**config.mk**
```make
export PLATFORM = sky130hd
export DESIGN_NAME = cache_dir_top
export DESIGN_NICKNAME = d
export VERILOG_FILES = /design/src/logic/cache_pkg.sv /design/src/logic/cache_dir_top.sv /design/src/logic/cache_directory.sv /design/src/logic/cache_seq.sv /design/src/logic/line_counter.sv /design/src/logic/used_bits_ctrl.sv
export VERILOG_INCLUDE_DIRS = /design/src /design/src/logic
export SDC_FILE = /design/constraint.sdc
export NUM_CORES = 1
export LEC_CHECK = 0
export BUFFER_PORTS_ARGS = -buffer_cell sky130_fd_sc_hd__buf_2
export CAP_MARGIN = 20
export CORE_MARGIN = 5
export CORE_UTILIZATION = 50
export CTS_CLUSTER_DIAMETER = 50
export CTS_CLUSTER_SIZE = 25
export DETAILED_ROUTE_END_ITERATION = 7
export PLACE_DENSITY = 0.67
export REMOVE_ABC_BUFFERS = 1
export SYNTH_ARGS = -nofsm -noshare
export SYNTH_HDL_FRONTEND = slang
export SYNTH_SLANG_ARGS = --single-unit
export TNS_END_PERCENT = 10
```
**constraint.sdc**
```tcl
create_clock -name CLK -period 3.1 [get_ports CLK]
set_input_delay 0.62 -clock CLK [delete_from_list [all_inputs] [get_ports CLK]]
set_output_delay 0.62 -clock CLK [all_outputs]
set_load 0.01 [all_outputs]
```
**src/logic/cache_defines.svh**
```systemverilog
/*
 * Cache directory size definitions
 * Index, tag and line count shared by the directory RTL
 */
`default_nettype none

`ifndef CACHE_DEFINES_SVH
`define CACHE_DEFINES_SVH

// Line index into the directory
`define CACHE_INDEX_W 4

// Full tag, compared as two equal halves
`define CACHE_TAG_W 8

// One line per index value
`define CACHE_LINES (1 << `CACHE_INDEX_W)

`endif

`default_nettype wire

```
**src/logic/cache_pkg.sv**
```systemverilog
/*
 * Cache directory package
 * Cycle opcodes and sequencer states
 */
`default_nettype none

package cache_pkg;

    // Cycle type of a request
    typedef enum logic [1:0] {
        OP_FETCH = 2'd0,    // Instruction fetch
        OP_READ  = 2'd1,    // Data read
        OP_WRITE = 2'd2     // Data write
    } cyc_op_e;

    // Sequencer states
    typedef enum logic [2:0] {
        ST_IDLE   = 3'd0,   // Waiting for request or flush
        ST_LOOKUP = 3'd1,   // Tag compare, flags register at end
        ST_RESP   = 3'd2,   // Response offered
        ST_UPDATE = 3'd3,   // Directory write-back
        ST_FLUSH  = 3'd4    // Line sweep
    } seq_state_e;

endpackage

`default_nettype wire

```
**src/logic/cache_dir_top.sv**
```systemverilog
/*
 * Cache directory controller top level
 * Sequencer, flush counter, directory and used-bit logic
 */
`timescale 1ns/100ps
`include "cache_defines.svh"
`default_nettype none

module cache_dir_top (
    input  wire logic                                  CLK,
    input  wire logic                                  arst_n,
    // Request channel
    input  wire logic                                  req_valid,
    output logic                                       req_ready,
    input  wire cache_pkg::cyc_op_e                     req_op,
    input  wire logic [`CACHE_TAG_W+`CACHE_INDEX_W-1:0] req_addr,
    input  wire logic                                  req_shadow,
    input  wire logic                                  req_fmiss,
    input  wire logic                                  cache_en,
    // Response channel
    output logic                                       resp_valid,
    input  wire logic                                  resp_ready,
    output logic                                       resp_hit,
    output logic                                       resp_used,
    output logic                                       resp_wca,
    // Flush
    input  wire logic                                  flush_req,
    output logic                                       flush_done
);

    logic                      lookup_en;
    logic                      update_en;
    logic                      flush_en;
    logic                      cnt_clr;
    logic [`CACHE_INDEX_W-1:0] flush_index;
    logic                      last_line;
    logic                      hit0;
    logic                      hit1;
    logic                      line_valid;
    logic                      oubi;
    logic                      oubd;
    logic                      ntag_we;
    logic                      nused_we;
    logic                      nvalid;
    logic                      nubi;
    logic                      nubd;

    cache_seq cache_seq_i (
        .CLK        (CLK),
        .arst_n     (arst_n),
        .req_valid  (req_valid),
        .resp_ready (resp_ready),
        .flush_req  (flush_req),
        .last_line  (last_line),
        .req_ready  (req_ready),
        .resp_valid (resp_valid),
        .lookup_en  (lookup_en),
        .update_en  (update_en),
        .flush_en   (flush_en),
        .cnt_clr    (cnt_clr),
        .flush_done (flush_done)
    );

    line_counter line_counter_i (
        .CLK         (CLK),
        .arst_n      (arst_n),
        .cnt_clr     (cnt_clr),
        .flush_en    (flush_en),
        .flush_index (flush_index),
        .last_line   (last_line)
    );

    cache_directory cache_directory_i (
        .CLK         (CLK),
        .arst_n      (arst_n),
        .lookup_en   (lookup_en),
        .req_addr    (req_addr),
        .flush_en    (flush_en),
        .flush_index (flush_index),
        .ntag_we     (ntag_we),
        .nused_we    (nused_we),
        .nvalid      (nvalid),
        .nubi        (nubi),
        .nubd        (nubd),
        .hit0        (hit0),
        .hit1        (hit1),
        .oubi        (oubi),
        .oubd        (oubd),
        .line_valid  (line_valid)
    );

    used_bits_ctrl used_bits_ctrl_i (
        .CLK        (CLK),
        .arst_n     (arst_n),
        .lookup_en  (lookup_en),
        .update_en  (update_en),
        .req_op     (req_op),
        .req_shadow (req_shadow),
        .req_fmiss  (req_fmiss),
        .cache_en   (cache_en),
        .hit0       (hit0),
        .hit1       (hit1),
        .line_valid (line_valid),
        .oubi       (oubi),
        .oubd       (oubd),
        .resp_hit   (resp_hit),
        .resp_used  (resp_used),
        .resp_wca   (resp_wca),
        .ntag_we    (ntag_we),
        .nused_we   (nused_we),
        .nvalid     (nvalid),
        .nubi       (nubi),
        .nubd       (nubd)
    );

endmodule

`default_nettype wire

```
**src/logic/cache_directory.sv**
```systemverilog
/*
 * Cache directory storage
 * Per-line tag, valid and used bits, split tag compare
 * and the write-back and flush ports
 */
`timescale 1ns/100ps
`include "cache_defines.svh"
`default_nettype none

module cache_directory (
    input  wire logic                                  CLK,
    input  wire logic                                  arst_n,
    input  wire logic                                  lookup_en,
    input  wire logic [`CACHE_TAG_W+`CACHE_INDEX_W-1:0] req_addr,
    input  wire logic                                  flush_en,
    input  wire logic [`CACHE_INDEX_W-1:0]             flush_index,
    input  wire logic                                  ntag_we,
    input  wire logic                                  nused_we,
    input  wire logic                                  nvalid,
    input  wire logic                                  nubi,
    input  wire logic                                  nubd,
    output logic                                       hit0,
    output logic                                       hit1,
    output logic                                       oubi,
    output logic                                       oubd,
    output logic                                       line_valid
);

    localparam int HALF_W = `CACHE_TAG_W / 2;

    logic [`CACHE_INDEX_W-1:0] idx_q;                  // Registered line index
    logic [`CACHE_TAG_W-1:0]   tag_q;                  // Registered request tag
    logic [`CACHE_TAG_W-1:0]   tag_mem [`CACHE_LINES];
    logic [`CACHE_LINES-1:0]   valid_q;
    logic [`CACHE_LINES-1:0]   ubi_q;                  // Instruction used bits
    logic [`CACHE_LINES-1:0]   ubd_q;                  // Data used bits
    logic [`CACHE_TAG_W-1:0]   line_tag;

    // Address split as {tag, index}
    always_ff @(posedge CLK) begin
        if (lookup_en) begin
            idx_q <= req_addr[`CACHE_INDEX_W-1:0];
            tag_q <= req_addr[`CACHE_TAG_W+`CACHE_INDEX_W-1:`CACHE_INDEX_W];
        end
    end

    // Tag RAM, written only on allocate
    always_ff @(posedge CLK) begin
        if (ntag_we) begin
            tag_mem[idx_q] <= tag_q;
        end
    end

    always_ff @(posedge CLK or negedge arst_n) begin
        if (!arst_n) begin
            valid_q <= '0;
            ubi_q   <= '0;
            ubd_q   <= '0;
        end else if (flush_en) begin
            // Sweep clears one line per cycle
            valid_q[flush_index] <= 1'b0;
            ubi_q[flush_index]   <= 1'b0;
            ubd_q[flush_index]   <= 1'b0;
        end else begin
            if (ntag_we) valid_q[idx_q] <= nvalid;
            if (nused_we) begin
                ubi_q[idx_q] <= nubi;
                ubd_q[idx_q] <= nubd;
            end
        end
    end

    assign line_tag = tag_mem[idx_q];

    // Two half comparators, like the original board
    assign hit0 = (line_tag[HALF_W-1:0] == tag_q[HALF_W-1:0]);
    assign hit1 = (line_tag[`CACHE_TAG_W-1:HALF_W] == tag_q[`CACHE_TAG_W-1:HALF_W]);

    assign line_valid = valid_q[idx_q];
    assign oubi       = ubi_q[idx_q];
    assign oubd       = ubd_q[idx_q];

endmodule

`default_nettype wire

```
**src/logic/cache_seq.sv**
```systemverilog
/*
 * Cache directory sequencer
 * Runs lookup, response hand-off, update and flush,
 * and holds a flush request that arrives while busy
 */
`timescale 1ns/100ps
`default_nettype none

module cache_seq (
    input  wire logic CLK,
    input  wire logic arst_n,
    input  wire logic req_valid,
    input  wire logic resp_ready,
    input  wire logic flush_req,
    input  wire logic last_line,
    output logic      req_ready,
    output logic      resp_valid,
    output logic      lookup_en,
    output logic      update_en,
    output logic      flush_en,
    output logic      cnt_clr,
    output logic      flush_done
);

    cache_pkg::seq_state_e state_q;
    cache_pkg::seq_state_e state_d;
    logic flush_pend;           // Flush waiting for idle
    logic start_flush;

    // Requests win over a flush in the same idle cycle
    assign start_flush = (state_q == cache_pkg::ST_IDLE) & ~req_valid
                         & (flush_req | flush_pend);

    always_comb begin
        state_d = state_q;
        unique case (state_q)
            cache_pkg::ST_IDLE: begin
                if (req_valid) state_d = cache_pkg::ST_LOOKUP;     // Request transfer
                else if (start_flush) state_d = cache_pkg::ST_FLUSH;
            end
            cache_pkg::ST_LOOKUP: state_d = cache_pkg::ST_RESP;
            cache_pkg::ST_RESP: begin
                if (resp_ready) state_d = cache_pkg::ST_UPDATE;    // Response transfer
            end
            cache_pkg::ST_UPDATE: state_d = cache_pkg::ST_IDLE;
            cache_pkg::ST_FLUSH: begin
                if (last_line) state_d = cache_pkg::ST_IDLE;
            end
            default: state_d = cache_pkg::ST_IDLE;
        endcase
    end

    always_ff @(posedge CLK or negedge arst_n) begin
        if (!arst_n) begin
            state_q    <= cache_pkg::ST_IDLE;
            flush_pend <= 1'b0;
        end else begin
            state_q    <= state_d;
            flush_pend <= (flush_pend | flush_req) & ~start_flush;
        end
    end

    // Handshakes and strobes decoded from state
    assign req_ready  = (state_q == cache_pkg::ST_IDLE);
    assign lookup_en  = req_ready & req_valid;          // Capture at transfer edge
    assign resp_valid = (state_q == cache_pkg::ST_RESP);
    assign update_en  = (state_q == cache_pkg::ST_UPDATE);
    assign flush_en   = (state_q == cache_pkg::ST_FLUSH);
    assign cnt_clr    = start_flush;                    // Counter from line 0
    assign flush_done = flush_en & last_line;           // One cycle, last line

endmodule

`default_nettype wire

```
**src/logic/line_counter.sv**
```systemverilog
/*
 * Flush line counter
 * Steps the directory index once per flush cycle
 */
`timescale 1ns/100ps
`include "cache_defines.svh"
`default_nettype none

module line_counter (
    input  wire logic                      CLK,
    input  wire logic                      arst_n,
    input  wire logic                      cnt_clr,
    input  wire logic                      flush_en,
    output logic [`CACHE_INDEX_W-1:0]      flush_index,
    output logic                           last_line
);

    always_ff @(posedge CLK or negedge arst_n) begin
        if (!arst_n) begin
            flush_index <= '0;
        end else if (cnt_clr) begin
            flush_index <= '0;                  // Start of a sweep
        end else if (flush_en) begin
            flush_index <= flush_index + 1'b1;  // Wraps to zero after the last line
        end
    end

    // Terminal count
    assign last_line = (flush_index == `CACHE_INDEX_W'(`CACHE_LINES - 1));

endmodule

`default_nettype wire

```
**src/logic/used_bits_ctrl.sv**
```systemverilog
/*
 * Used-bit decision logic
 * Works out hit, used and write-allocate for a lookup and
 * the new valid, ubi and ubd values for the directory
 */
`timescale 1ns/100ps
`default_nettype none

module used_bits_ctrl (
    input  wire logic              CLK,
    input  wire logic              arst_n,
    input  wire logic              lookup_en,
    input  wire logic              update_en,
    input  wire cache_pkg::cyc_op_e req_op,
    input  wire logic              req_shadow,
    input  wire logic              req_fmiss,
    input  wire logic              cache_en,
    input  wire logic              hit0,
    input  wire logic              hit1,
    input  wire logic              line_valid,
    input  wire logic              oubi,
    input  wire logic              oubd,
    output logic                   resp_hit,
    output logic                   resp_used,
    output logic                   resp_wca,
    output logic                   ntag_we,
    output logic                   nused_we,
    output logic                   nvalid,
    output logic                   nubi,
    output logic                   nubd
);

    cache_pkg::cyc_op_e op_q;   // Cycle type held for the whole request
    logic shadow_q;
    logic fmiss_q;
    logic en_q;
    logic lookup_q;             // High during ST_LOOKUP
    logic tag_hit_q;
    logic tag_hit;
    logic enabled;
    logic is_fetch;
    logic is_read;
    logic is_write;
    logic used_c;
    logic wca_c;

    // Request qualifiers taken with the address
    always_ff @(posedge CLK) begin
        if (lookup_en) begin
            op_q     <= req_op;
            shadow_q <= req_shadow;
            fmiss_q  <= req_fmiss;
            en_q     <= cache_en;
        end
    end

    assign is_fetch = (op_q == cache_pkg::OP_FETCH);
    assign is_read  = (op_q == cache_pkg::OP_READ);
    assign is_write = (op_q == cache_pkg::OP_WRITE);

    assign tag_hit = line_valid & hit0 & hit1;     // Both halves on a valid line
    assign enabled = en_q & ~shadow_q & ~fmiss_q;

    // Used bit of the cycle's own kind, none for writes
    assign used_c = (is_fetch & oubi) | (is_read & oubd);

    // Allocate on enabled write, or enabled fetch/read without a used hit
    assign wca_c = enabled & (is_write | ~(tag_hit & used_c));

    always_ff @(posedge CLK or negedge arst_n) begin
        if (!arst_n) begin
            lookup_q  <= 1'b0;
            resp_hit  <= 1'b0;
            resp_used <= 1'b0;
            resp_wca  <= 1'b0;
            tag_hit_q <= 1'b0;
        end else begin
            lookup_q <= lookup_en;
            if (lookup_q) begin                 // End of ST_LOOKUP
                resp_hit  <= tag_hit & used_c & ~wca_c;
                resp_used <= used_c;
                resp_wca  <= wca_c;
                tag_hit_q <= tag_hit;
            end
        end
    end

    // Write-back, only strobed in ST_UPDATE
    assign ntag_we  = update_en & resp_wca;                        // New tag on allocate
    assign nused_we = update_en & (resp_wca | (is_write & tag_hit_q));
    assign nvalid   = resp_wca;
    assign nubi     = resp_wca & is_fetch;     // Fetch owns the line for code
    assign nubd     = resp_wca & ~is_fetch;    // Read/write owns it for data
    // Write hit without allocate leaves both bits low

endmodule

`default_nettype wire

```
==> results_dict.tcl <==
set metrics [dict create \
    dr.pass1.iters 6 \
    ir_drop_v 0.000540 \
    synthMuxAreaShare_pct 12.4 \
    finClkSkew_ns 0.0154 \
    grt_pass1_wl_um 31300 \
    grt_antenna_before_repair 0 \
    area_delta_synth_final_pct 11.3 \
    cts_setup_buffers 0 \
    postSynthAreaPerCell_um2 15.0 \
    synthMostInstantiatedCell "edfxtp_1" \
    drtIter0Drc 474 \
    syn_area_um2 8990 \
    coreArea_um2 17800 \
    cp.required_ns 3.47 \
    rsz0062_at_grt "no" \
    clk_pin_slew_ns 0.08 \
    power_density_nw_per_um2 730 \
    hold_violations 0 \
    io_buffers 27 \
    cts-root-buf "clkbuf_16" \
    yosys.area_share.simple_pct 7.63 \
    core.rowCount 49 \
    die_y_um 144 \
    drc 0 \
    synth_edf_count 145 \
    chipWidth_um 144 \
    cts_tree "built" \
    end_kind "flip-flop" \
    track_usage_pct 19.7 \
    cap_violations 0 \
    synth_commonest_cells "edfxtp_1 (145), dfrtp_1 (61), o21ai_0 (47)" \
    grt-ovfl-total 0 \
    final-setup-viol-count 0 \
    io-pin-count 28 \
    synth_xor_xnor_area_share_pct 1.46 \
    yosys.area_share.adder_pct 0.557 \
    clock.fmax_ghz 0.351 \
    start_kind "flip-flop" \
    yosys.area.top_type "edfxtp_1" \
    ys_warn_count 0 \
    drv_slew 0 \
    yosysSeqAreaShare_pct 66.3 \
    seqCellArea_um2 5960 \
    wirelength_um 19800 \
    cts_resized 0 \
    grt_pass1_vias 5494 \
    async_reset_ff_share_pct 29.0 \
    crit_fanout 21 \
    grt_max_degree 42 \
    vias 5368 \
    antenna_left 0 \
    syn_inst 599 \
    worst_pin_slew_ns 0.879 \
    drive_gt1_share_pct 21.3 \
    critPathArrivalTime_ns 3.22 \
    status "finished, final reports clean" \
    multi_input_area_um2 2740 \
    cts_inserted_buffers 16 \
    post-route-util_pct 56.1 \
    initial_utilization_pct 50.4 \
    cts_hold_buf 0 \
    hold_class "input port to async pin" \
    final_net_count 669 \
    leakage_nw 3.71 \
    slew_headroom_pct 41.2 \
    viasPerCell 6.09 \
    antenna_cells 0 \
    netlist_top_cells_area "edfxtp_1 (48%), dfrtp_1 (17%), mux4_2 (7.0%), o21ai_0 (2.6%), mux2i_1 (2.1%)" \
    synth_top_family_by_area "multiplexers" \
    wire_per_inst_um 22.4 \
    synth.ff_latch_count 210 \
    timing.hold.ws_ns 0.0278 \
    synth_flop_cell "edfxtp_1" \
    htree_levels 1 \
    worst_skew_pair.late_latency_ns 0.48 \
    ys_types 53 \
    hpwl_um 13600 \
    path_class "flip-flop to flip-flop" \
    die-area_um2 20800 \
    layout_min_cycle_time_ns 2.85 \
    synth_compound_area_share_pct 8.31 \
    yosysTopAreaCellShare_pct 48.4 \
    fill_cells 1351 \
    fin_crit_sh_pct 91.8 \
    cts_sinks 210 \
    cts_max_path_buffers 3 \
    gp_congestion 0.939 \
]
==> kinds of logic after synthesis <==
family | count (synthesis)
buf+inv | 54
xor+xnor | 15
mux | 64
flops | 210
simple gates | 136
fa+ha+maj | 4
compound gates | 116
==> layout make-up <==
class                      instances  share of cell area (%)
tap                              229                    2.86
multi-input combinational        335                    27.4
sequential                       210                    59.6
timing repair buffer              61                    4.15
clock buffer                      19                    4.33
inverter                          19                   0.713
clock inverter                     9                    1.00
==> where the power goes <==
part | switching (W) | total [W] | internal [W]
Combinational | 0.000892 | 0.00161 | 0.000720
Clock | 0.00100 | 0.00212 | 0.00112
Sequential | 0.000289 | 0.00357 | 0.00328
==> worst max-delay path: stages, from the launching register on <==
cell,delay [ns]
dfxtp_1,0.58
buf_12,0.25
mux4_2,0.51
mux2i_1,0.19
xor2_1,0.16
nand2_1,0.07
nor4_1,0.40
a41oi_1,0.23
o31a_1,0.33
==> stage by stage <==
stage	std cells	setup WS (ns)	setup TNS [ns]	power [W]	area, um2
final	882	0.253	0	0.00731	10000
after global routing	882	0.0829	0	0.00765	10000
after CTS	882	0.235	0	0.00736	10000
after detailed placement	854	0.232	0	0.00525	9470
after global placement	854	0.365	0	0.00519	9470
after floorplan	564	-0.759	-27.07	0.00465	8760
==> layout by cell type, fill, tap and decap left out, drive strengths merged, types with 10 or more instances in the layout <==
cell	n
edfxtp	145
a31oi	14
mux2i	19
dfrtp	61
nand2	30
nor2	36
o22ai	13
mux2	10
clkbuf	19
inv	24
buf	61
nor2b	10
mux4	35
xor2	10
nor3	17
o21ai	47
==> registers in the layout, summed over array words and instances, names as in the netlist, 2 cells and up, named ones only <==
signal,flops
cache_directory_i.ubi_q,16
line_counter_i.flush_index,4
used_bits_ctrl_i.op_q,2
cache_directory_i.valid_q,16
cache_seq_i.state_q,3
cache_directory_i.ubd_q,16
cache_directory_i.idx_q,4
cache_directory_i.tag_q,8
cache_directory_i.tag_mem,128
==> routing by layer <==
| metal | global-route usage, % | share of wire [%] | up-vias |
|---|---|---|---|
| met5 | 0 | 0 | - |
| met4 | 5.90 | 3.3 | 0 |
| met3 | 2.88 | 5.2 | 52 |
| met2 | 33.7 | 51 | 213 |
| met1 | 26.4 | 41 | 2721 |
| li1 | - | - | 2382 |
==> final timing paths <==
kind | end | slack, ns | cells after the start
worst max-delay path | used_bits_ctrl_i.nvalid | 0.25 | 8
worst min-delay path | cache_directory_i.ubi_q[10] | 0.03 | 1
worst max register to register | used_bits_ctrl_i.nvalid | 0.25 | 8
worst min register to register | cache_directory_i.ubd_q[15] | 0.48 | 2
max in group asynchronous | cache_directory_i.valid_q[6] | 2.34 | 2
min in group CLK | cache_directory_i.tag_q[1] | 0.31 | 1
No activity file was read; power rests on OpenSTA's default activity.
